## src/frame_align_pkg.sv

```systemverilog
// frame aligner shared types
// stream byte, frame length and counter widths plus the assembled frame record
`default_nettype none

package frame_align_pkg;

   // widest frame the header can describe, also the extractor window width
   localparam int MAX_FRAME_LEN = 4;

   // header byte layout
   // top two bits hold length minus one
   localparam int HDR_LEN_HI = 7;
   localparam int HDR_LEN_LO = 6;

   // one byte of the incoming stream
   typedef logic [7:0] byte_t;

   // frame length in bytes, 1..4
   // also wide enough for a consume count of 0..4
   typedef logic [2:0] frame_len_t;

   // statistics counter, wraps on overflow
   typedef logic [15:0] count_t;

   // assembled frame
   // bytes[0] is the header byte
   // entries at or above len are zero
   typedef struct packed {
      frame_len_t                  len;
      byte_t [MAX_FRAME_LEN-1:0]   bytes;
   } frame_t;

endpackage : frame_align_pkg

`default_nettype wire

```

## src/bsg_serial_in_parallel_out.sv

```systemverilog
// shifting serial-in parallel-out buffer
// one word enters per cycle, a variable number leave per cycle, with same-cycle bypass
`timescale 1ns/1ps
`default_nettype none

module bsg_serial_in_parallel_out
   #(parameter int width_p   = 8
   , parameter int els_p     = 8
   , parameter int out_els_p = 4
   )
   (input  logic                                   clk_i
   , input  logic                                  reset_i

   // serial side, plain strobe with ready
   , input  logic                                  valid_i
   , input  logic [width_p-1:0]                    data_i
   , output logic                                  ready_o

   // parallel window, entry 0 is the oldest word
   , output logic [out_els_p-1:0]                  valid_o
   , output logic [out_els_p-1:0][width_p-1:0]     data_o

   // number of window entries taken this cycle
   , input  logic [$clog2(out_els_p+1)-1:0]        yumi_cnt_i
   );

   localparam int cnt_width_lp = $clog2(els_p+1);

   // stored words and their valid bits
   logic [els_p-1:0][width_p-1:0]     data_r;
   logic [els_p-1:0]                  valid_r;

   // stored words plus the incoming word, padded to twice the depth
   // so the shift below never reads past the end
   logic [2*els_p-1:0][width_p-1:0]   data_ext;
   logic [2*els_p-1:0]                valid_ext;

   // contents after removing the consumed words
   logic [els_p-1:0][width_p-1:0]     data_shift;
   logic [els_p-1:0]                  valid_shift;

   // occupancy
   logic [cnt_width_lp-1:0]           num_els_r;
   logic [cnt_width_lp-1:0]           num_els_n;

   logic                              accept;

   // room left as long as the top slot is empty
   assign ready_o = ~valid_r[els_p-1];

   assign accept = valid_i & ready_o;

   // occupancy after this cycle's push and pop
   assign num_els_n = num_els_r
                    + cnt_width_lp'(accept)
                    - cnt_width_lp'(yumi_cnt_i);

   always_comb
   begin
      // upper half stays empty
      data_ext  = '0;
      valid_ext = '0;
      data_ext[els_p-1:0]  = data_r;
      valid_ext[els_p-1:0] = valid_r;

      // the new word lands right behind the last stored one
      // num_els_r may equal els_p when full, that write goes to the pad with valid low
      data_ext[num_els_r]  = data_i;
      valid_ext[num_els_r] = accept;
   end

   // window sees the incoming word in the same cycle
   assign valid_o = valid_ext[out_els_p-1:0];
   assign data_o  = data_ext[out_els_p-1:0];

   // drop the consumed words off the bottom
   assign data_shift  = data_ext[yumi_cnt_i +: els_p];
   assign valid_shift = valid_ext[yumi_cnt_i +: els_p];

   // control state
   always_ff @(posedge clk_i)
   begin
      if (reset_i)
      begin
         num_els_r <= '0;
         valid_r   <= '0;
      end
      else
      begin
         num_els_r <= num_els_n;
         valid_r   <= valid_shift;
      end
   end

   // payload storage
   always_ff @(posedge clk_i)
   begin
      data_r <= data_shift;
   end

endmodule : bsg_serial_in_parallel_out

`default_nettype wire

```

## src/frame_extract.sv

```systemverilog
// frame extractor
// decodes the header at the head of the window, pops a whole frame and registers it
`timescale 1ns/1ps
`default_nettype none

module frame_extract
   import frame_align_pkg::*;
   (input  logic                              clk_i
   , input  logic                             reset_i

   // window from the buffer, entry 0 is the oldest byte
   , input  logic [MAX_FRAME_LEN-1:0]         window_valid_i
   , input  byte_t [MAX_FRAME_LEN-1:0]        window_data_i

   // bytes to take out of the buffer this cycle
   , output frame_len_t                       consume_cnt_o

   // registered frame, valid for one cycle
   , output logic                             frame_valid_o
   , output frame_t                           frame_o
   );

   // length carried by the header bits
   logic [HDR_LEN_HI-HDR_LEN_LO:0]   len_field;
   frame_len_t                       frame_len;

   // all bytes of the frame are present
   logic                             frame_complete;

   // frame as it will be registered
   frame_t                           frame_n;

   logic                             frame_valid_r;
   frame_t                           frame_r;

   assign len_field = window_data_i[0][HDR_LEN_HI:HDR_LEN_LO];

   // field holds length minus one
   assign frame_len = frame_len_t'(len_field) + frame_len_t'(1);

   always_comb
   begin
      // header itself has to be there
      frame_complete = window_valid_i[0];

      // then every byte below the length
      for (int i = 1; i < MAX_FRAME_LEN; i++)
      begin
         if (i < int'(frame_len))
         begin
            frame_complete = frame_complete & window_valid_i[i];
         end
      end
   end

   // pop the whole frame at once, or nothing
   assign consume_cnt_o = frame_complete ? frame_len : '0;

   always_comb
   begin
      frame_n.len = frame_len;

      // copy the frame bytes, zero the tail past the length
      for (int i = 0; i < MAX_FRAME_LEN; i++)
      begin
         if (i < int'(frame_len))
         begin
            frame_n.bytes[i] = window_data_i[i];
         end
         else
         begin
            frame_n.bytes[i] = '0;
         end
      end
   end

   // one-cycle pulse following every consume
   always_ff @(posedge clk_i)
   begin
      if (reset_i)
      begin
         frame_valid_r <= 1'b0;
      end
      else
      begin
         frame_valid_r <= frame_complete;
      end
   end

   // frame payload, only loaded on a consume
   // holds the last frame otherwise
   always_ff @(posedge clk_i)
   begin
      if (frame_complete)
      begin
         frame_r <= frame_n;
      end
   end

   assign frame_valid_o = frame_valid_r;
   assign frame_o       = frame_r;

endmodule : frame_extract

`default_nettype wire

```

## src/frame_stats.sv

```systemverilog
// frame statistics
// running totals of frames seen and of bytes carried by them, both wrap
`timescale 1ns/1ps
`default_nettype none

module frame_stats
   import frame_align_pkg::*;
   (input  logic          clk_i
   , input  logic         reset_i

   // frame pulse and its length from the extractor
   , input  logic         frame_valid_i
   , input  frame_len_t   frame_len_i

   // totals
   , output count_t       frame_count_o
   , output count_t       byte_count_o
   );

   count_t   frame_count_r;
   count_t   byte_count_r;

   always_ff @(posedge clk_i)
   begin
      if (reset_i)
      begin
         frame_count_r <= '0;
         byte_count_r  <= '0;
      end
      else if (frame_valid_i)
      begin
         // one more frame
         frame_count_r <= frame_count_r + count_t'(1);

         // plus its length in bytes
         byte_count_r  <= byte_count_r + count_t'(frame_len_i);
      end
   end

   assign frame_count_o = frame_count_r;
   assign byte_count_o  = byte_count_r;

endmodule : frame_stats

`default_nettype wire

```

## src/frame_aligner_top.sv

```systemverilog
// variable-length frame aligner
// byte stream in, one aligned frame per cycle out, with frame and byte totals
`timescale 1ns/1ps
`default_nettype none

module frame_aligner_top
   import frame_align_pkg::*;
   #(parameter int els_p = 8
   )
   (input  logic          clk_i
   , input  logic         reset_i

   // byte stream in
   , input  logic         valid_i
   , input  byte_t        data_i
   , output logic         ready_o

   // aligned frames out, never stalled
   , output logic         frame_valid_o
   , output frame_t       frame_o

   // statistics
   , output count_t       frame_count_o
   , output count_t       byte_count_o
   );

   // window between buffer and extractor
   logic [MAX_FRAME_LEN-1:0]    window_valid;
   byte_t [MAX_FRAME_LEN-1:0]   window_data;

   // bytes popped this cycle
   frame_len_t                  consume_cnt;

   // buffer, window width fixed to the longest frame
   bsg_serial_in_parallel_out
      #(.width_p   ($bits(byte_t))
      , .els_p     (els_p)
      , .out_els_p (MAX_FRAME_LEN)
      )
      sipo_i
      (.clk_i      (clk_i)
      , .reset_i   (reset_i)
      , .valid_i   (valid_i)
      , .data_i    (data_i)
      , .ready_o   (ready_o)
      , .valid_o   (window_valid)
      , .data_o    (window_data)
      , .yumi_cnt_i(consume_cnt)
      );

   // header decode and frame register
   frame_extract extract_i
      (.clk_i          (clk_i)
      , .reset_i       (reset_i)
      , .window_valid_i(window_valid)
      , .window_data_i (window_data)
      , .consume_cnt_o (consume_cnt)
      , .frame_valid_o (frame_valid_o)
      , .frame_o       (frame_o)
      );

   // counters follow the registered frame
   frame_stats stats_i
      (.clk_i         (clk_i)
      , .reset_i      (reset_i)
      , .frame_valid_i(frame_valid_o)
      , .frame_len_i  (frame_o.len)
      , .frame_count_o(frame_count_o)
      , .byte_count_o (byte_count_o)
      );

endmodule : frame_aligner_top

`default_nettype wire

```

## config.mk

```make
export PLATFORM = sky130hd
export DESIGN_NAME = frame_aligner_top
export DESIGN_NICKNAME = d
export VERILOG_FILES = /design/src/frame_align_pkg.sv /design/src/bsg_serial_in_parallel_out.sv /design/src/frame_extract.sv /design/src/frame_stats.sv /design/src/frame_aligner_top.sv
export SDC_FILE = /design/constraint.sdc
export NUM_CORES = 1
export LEC_CHECK = 0
export BUFFER_PORTS_ARGS = -buffer_cell sky130_fd_sc_hd__buf_2
export CELL_PAD_IN_SITES_DETAIL_PLACEMENT = 1
export CELL_PAD_IN_SITES_GLOBAL_PLACEMENT = 1
export CORE_UTILIZATION = 50
export CTS_BUF_LIST = sky130_fd_sc_hd__clkbuf_8
export DETAILED_ROUTE_END_ITERATION = 7
export PLACE_DENSITY = 0.89
export SLEW_MARGIN = 20
export SYNTH_ARGS = -nofsm -noshare
export SYNTH_HDL_FRONTEND = slang
export SYNTH_SLANG_ARGS = --single-unit
```

## constraint.sdc

```tcl
create_clock -name clk_i -period 9.34 [get_ports clk_i]
set_input_delay 1.868 -clock clk_i [delete_from_list [all_inputs] [get_ports clk_i]]
set_output_delay 1.868 -clock clk_i [all_outputs]
set_load 0.005 [all_outputs]
```

* After elaboration in Yosys (flattened, before gate mapping)
Cells that the tools add are included.
** Cells by class
- Add/subtract/negate cells :: 5
- $lt $le $gt $ge :: 6
- Shift-type cells :: 9
- Multiplexer cells :: 10
- Bitwise operators :: 5
- Reductions and logical operators :: 1
** Operator list (count)
- 16-bit by 4-bit variable part select with 8-bit output :: 9
- 128-bit bitwise mux :: 1
- 8-bit demux with 4-bit select :: 1
- 16-bit by 1-bit adder with 16-bit output (second input constant) :: 1
- 16-bit by 3-bit adder with 16-bit output :: 1
- 16-bit bitwise mux :: 1
- 8-bit 2-to-1 mux :: 1
- 1-bit by 3-bit < comparator with 1-bit output (first input constant) :: 2
- 2-bit by 3-bit < comparator with 1-bit output (first input constant) :: 2
- 4-bit by 5-bit < comparator with 1-bit output (second input constant) :: 1
- 4-bit by 1-bit adder with 4-bit output :: 1
- 1-bit bitwise AND :: 4
- 1-bit demux with 4-bit select :: 1
- 4-bit by 1-bit greater-or-equal comparator with 1-bit output (second input constant) :: 1
- 1-bit 2-to-1 mux :: 4
- 4-bit by 3-bit subtractor with 4-bit output :: 1
- 2-bit by 1-bit adder with 3-bit output (second input constant) :: 1
- 3-bit 2-to-1 mux :: 1
- 1-bit logical AND :: 1
- 1-bit NOT :: 1
** Word-level totals
- Register bits :: 144
- Input port bits :: 11
- Output and inout port bits :: 69
- Word-level logic and storage cells :: 54

* Depth between registers and ports, before layout
- Word-level depth :: 14
- Depth in mapped cells :: 21
- Depth with buffers taken out :: 17

* By module
Synthesis repeated with hierarchy kept, for this count alone.
** Second synthesis, totals
- Cells, all modules :: 840
- Area total of the unflattened synthesis :: 8261.7 µm²
** Modules (own cells, without submodules)
- bsg_serial_in_parallel_out :: times used 1, cells an instance 585, area an instance 5380.2 µm², sequential area each 1521.5 µm²
- frame_stats :: times used 1, cells an instance 165, area an instance 1468.9 µm², sequential area each 640.6 µm²
- frame_extract :: times used 1, cells an instance 90, area an instance 1412.6 µm², sequential area each 1071.0 µm²

* Worst setup path before layout
Ideal clock, no wire load.
- Path type :: input port to flip-flop
- Start :: in data_i[6]
- End :: reg sipo_i.num_els_r[3]
- Library setup time :: 0.128 ns
- Arrival :: 5.284 ns
- Data required time :: 9.212 ns
- Slack :: 3.929 ns
- Stages :: 17
- Buffers on the path :: 3
- Path through :: buf_1 inv_1 nor2_1 a21oi_1 inv_1 ha_1 and3_1 or4_4 nor4_4 inv_1 clkbuf_1 clkbuf_1 ha_1 ha_1 a21oi_1 xnor2_1 nor2_1
** Between the ends
- Longest elaborated chain between the ends :: 10
- Elaborated cells between the ends (all ways) :: 12
- Those cells by class :: add/sub (2); order compare (3); mux (5); bitwise (2)
** Ends and longest elaborated chain
- from (decl) :: line frame_aligner_top.sv:15 : , input byte_t data_i
- 128-bit bitwise mux (*) :: line bsg_serial_in_parallel_out.sv:68 : data_ext[num_els_r] = data_i;
- 2-bit by 1-bit adder with 3-bit output (*) :: line frame_extract.sv:39 : assign frame_len = frame_len_t'(len_field) + frame_len_t'(1);
- net extract_i.frame_len[0] :: line frame_extract.sv:25 : frame_len_t frame_len;
- 1-bit by 3-bit < comparator with 1-bit output :: line frame_extract.sv:49 : if (i < int'(frame_len))
- 1-bit 2-to-1 mux :: line frame_extract.sv:49
- 1-bit bitwise AND :: line frame_extract.sv:51 : frame_complete = frame_complete & window_valid_i[i];
- 1-bit 2-to-1 mux :: line frame_extract.sv:49
- 1-bit bitwise AND :: line frame_extract.sv:51
- 1-bit 2-to-1 mux :: line frame_extract.sv:49
- 3-bit 2-to-1 mux (*) :: line frame_extract.sv:57 : assign consume_cnt_o = frame_complete ? frame_len : '0;
- 4-bit by 3-bit subtractor with 4-bit output (*) :: line bsg_serial_in_parallel_out.sv:56 : - cnt_width_lp'(yumi_cnt_i);
- to (signal assigned) :: line bsg_serial_in_parallel_out.sv:90 : num_els_r <= num_els_n;
- to (decl) :: line bsg_serial_in_parallel_out.sv:43 : logic [cnt_width_lp-1:0] num_els_r;
Mark *: on every way through the listed nets, which the timed path passes. The rest lies on a longest branch.
A chain may end at the register's enable or synchronous reset.

* Final worst setup path
Ends and elaborated chain as after synthesis.

==> impl_metrics.env <==
export IMPL_slew_headroom_pct=30.5
export IMPL_cts_max_level=4
export IMPL_crit_fanout=18
export IMPL_clkSinkCount=144
export IMPL_hold_violations=0
export IMPL_hold_path_end="stats_i.frame_count_o[5]"
export IMPL_area_growth_syn_to_layout_pct=10.7
export IMPL_p_total_w=0.00325
export IMPL_antenna_found_initial=0
export IMPL_drive_gt1_share_pct=15.7
export IMPL_switchingPower_w=0.00149
export IMPL_postCtsResizedCells=0
export IMPL_finalMaxSlewViolations=0
export IMPL_synth_seq_area_share_pct=41.1
export IMPL_drc=0
export IMPL_hold_slack_ps=511
export IMPL_drt_initial_drc_count=972
export IMPL_wl_per_cell_um=23.4
export IMPL_grt_util_met3_pct=9.30
export IMPL_hold_depth=2
export IMPL_cts_tree="built"
export IMPL_min_from="stats_i.frame_count_o[5]"
export IMPL_syn_cell_area_sq_mm=0.00787
export IMPL_antenna_left=0
export IMPL_n_fill_cell=1825
export IMPL_grt_busiest_layer="met2"
export IMPL_worstPathRequired_ps=9660
export IMPL_fin_skew_ps=14.3
export IMPL_start_util_pct=51.6
export IMPL_post_cts_setup_buffers=0
export IMPL_gp_congestion=0.940
export IMPL_clk_pin_slew_ps=90
export IMPL_finalSetupViolations=0
export IMPL_finalNetCount=958
export IMPL_dp_hpwl_mm=19.5
export IMPL_grt_max_degree=43
export IMPL_rr_endpoint="sipo_i.num_els_r[3]"
export IMPL_p_sw_share_pct=45.8
export IMPL_use_met2_pct=54.1
export IMPL_powerDensity_mw_per_mm2=373
export IMPL_grtUsageTotal_pct=34.4
export IMPL_worstHoldPathType="reg -> reg"
export IMPL_row_count=45
export IMPL_r2r_start="sipo_i.num_els_r[1]"
export IMPL_die_w_um=127
export IMPL_grt_pass1_vias=7730
export IMPL_cp_data_arrival_time_ps=6840
export IMPL_tightest_slew_ps=1030
export IMPL_p_leak_nw=3.41
export IMPL_status="complete, no violations"
export IMPL_fin_setup_tns_ps=0
export IMPL_p_int_w=0.00176
export IMPL_synth_nets=923
export IMPL_max_cap_violations=0
export IMPL_layout_common_cells="nand2_1 (113), dfxtp_1 (109), nor2_1 (81)"
export IMPL_crit_type="in -> reg"
export IMPL_grt_pass1_wl_mm=43.2
export IMPL_vdd_drop_max_v=0.000145
export IMPL_sequentialPowerShare_pct=34.0
export IMPL_synth_cell_types=71
export IMPL_port_buffers=79
export IMPL_use_met1_pct=45.3
export IMPL_cts_buffer_depth=2
export IMPL_synth_async_reset_ratio_pct=0
export IMPL_synth_edf_count=35
export IMPL_ioPinCount=80
export IMPL_cts_buffers=17
export IMPL_grt_overflow=0
export IMPL_clkPwrFrac_pct=15.0
export IMPL_r2r_cells=13
export IMPL_cts_hold_buffers=0
export IMPL_end_kind="register"
export IMPL_yosysWarnings=0
export IMPL_final_common_cell="nand2_1"
export IMPL_drt_wl_total_mm=27.1
export IMPL_die_y_um=127
export IMPL_first_pass_iters=6
export IMPL_finalCritPeriodShare_pct=69.7
export IMPL_layout_min_cycle_time_ps=6510
export IMPL_worst_setup_path_start_kind="input pin"
export IMPL_yosys_register_bits=144
export IMPL_cts_root_buf="clkbuf_8"
export IMPL_rsz0062_at_grt="no"
export IMPL_via_per_inst=6.66
export IMPL_pwr_share_comb_pct=51.0
export IMPL_coreArea_sq_mm=0.0153
export IMPL_synthFlopType="dfxtp_1"
export IMPL_antenna_cells=0
export IMPL_clk_latency_ps=470
export IMPL_num_vias=7716
export IMPL_syn_area_per_cell_sq_um=8.74
export IMPL_clock_fmax_ghz=0.154
export IMPL_syn_instance_count=900
export IMPL_die_area_sq_mm=0.0162
export IMPL_reg2reg_slack_ps=2970
==> how the worst max path moves through the flow <==
stage	start	endpoint	slack [ps]	depth (start not counted)
global placement	data_i[6]	sipo_i.data_r[4]	2660	14
global route	data_i[6]	sipo_i.num_els_r[3]	2570	17
CTS	data_i[6]	sipo_i.data_r[6]	2850	14
finish	data_i[6]	sipo_i.num_els_r[3]	2830	17
floorplan	data_i[6]	sipo_i.num_els_r[3]	3930	17
detailed placement	data_i[6]	sipo_i.data_r[2]	2350	14
==> worst max-delay path, cell delays in order <==
cell and delay, ps:
buf_2 240, inv_1 200, nor2_1 70, a21oi_1 500, inv_1 120, ha_1 260, inv_1 360, nor3_1 160
nor4_2 630, and3_1 780, nand2b_1 480, and2_1 300, ha_1 290, a21o_1 190, a21oi_1 170, xnor2_1 130
nor2_1 60
==> metal layers <==
layer | part of all wire [%] | up-vias
li1 | - | 3464
met1 | 42 | 3748
met2 | 46 | 431
met3 | 9.9 | 73
met4 | 2.2 | 0
met5 | 0 | -
==> per-stage QoR <==
stage / setup WS [ps] / cells / utilization (%) / cell area [sq um]
after global routing: 2570 / 1159 / 57.1 / 8710
after global placement: 2660 / 1127 / 54.6 / 8330
after detailed placement: 2350 / 1127 / 54.6 / 8330
final: 2830 / 1159 / 57.1 / 8710
after floorplan: 3930 / 900 / - / 7870
after CTS: 2850 / 1159 / 57.0 / 8700
==> state kept, by name, summed over array words and instances (netlist names) <==
signal / count
extract_i.frame_valid_o: 1
extract_i.frame_o: 35
sipo_i.valid_r: 8
sipo_i.num_els_r: 4
sipo_i.data_r: 64
stats_i.byte_count_o: 16
stats_i.frame_count_o: 16
==> cell families after synthesis <==
| family | synth area share (%) |
|---|---|
| compound gates | 26.7 |
| xor+xnor | 3.23 |
| fa+ha+maj | 2.10 |
| buf+inv | 5.01 |
| flops | 41.1 |
| mux | 2.02 |
| simple gates | 19.9 |
==> synth_stat cells, types with 5 or more instances <==
| cell type | count | share of area [%] |
|---|---|---|
| a211o_1 | 5 | 0.56 |
| a211oi_1 | 11 | 1.0 |
| a21o_1 | 11 | 1.0 |
| a21oi_1 | 60 | 3.8 |
| a221o_1 | 6 | 0.76 |
| a221oi_1 | 19 | 2.1 |
| a222oi_1 | 6 | 0.76 |
| a22o_1 | 28 | 3.1 |
| a2bb2oi_1 | 5 | 0.56 |
| a31oi_1 | 6 | 0.48 |
| and3_1 | 10 | 0.79 |
| buf_2 | 9 | 0.57 |
| clkbuf_1 | 58 | 2.8 |
| dfxtp_1 | 109 | 28 |
| edfxtp_1 | 35 | 13 |
| ha_1 | 10 | 1.6 |
| inv_1 | 25 | 1.2 |
| mux2i_1 | 12 | 1.5 |
| nand2_1 | 113 | 5.4 |
| nand2b_1 | 6 | 0.48 |
| nand3_1 | 18 | 1.1 |
| nand4_1 | 9 | 0.72 |
| nor2_1 | 82 | 3.9 |
| nor2b_1 | 7 | 0.56 |
| nor3_1 | 14 | 0.89 |
| nor3_2 | 5 | 0.64 |
| o21ai_0 | 20 | 1.3 |
| o221ai_1 | 38 | 4.2 |
| o22ai_1 | 16 | 1.3 |
| o2bb2ai_1 | 14 | 1.6 |
| o32a_1 | 9 | 1.1 |
| or3_1 | 37 | 2.9 |
| xnor2_1 | 6 | 0.67 |
| xor2_1 | 23 | 2.6 |
==> power by group through the flow <==
stage          registers (W)  clock network [W]  logic, W
6_report             0.00111           0.000487   0.00166
5_1_grt              0.00112           0.000517   0.00178
4_1_cts              0.00109           0.000490   0.00161
3_5_place_dp         0.00110                  0   0.00159
3_3_place_gp         0.00110                  0   0.00153
2_1_floorplan        0.00102                  0   0.00119
==> area by class of cell <==
type	count	area [sq um]	share of cell area, %
well taps	211	264	3.03
inverters	26	97.6	1.12
multi-input cells	657	4280	49.1
repair buffers	89	470	5.40
flip-flops and latches	144	3230	37.1
clock buffers	17	234	2.68
clock inverters	15	135	1.55
(Power assumes the default switching activity.)
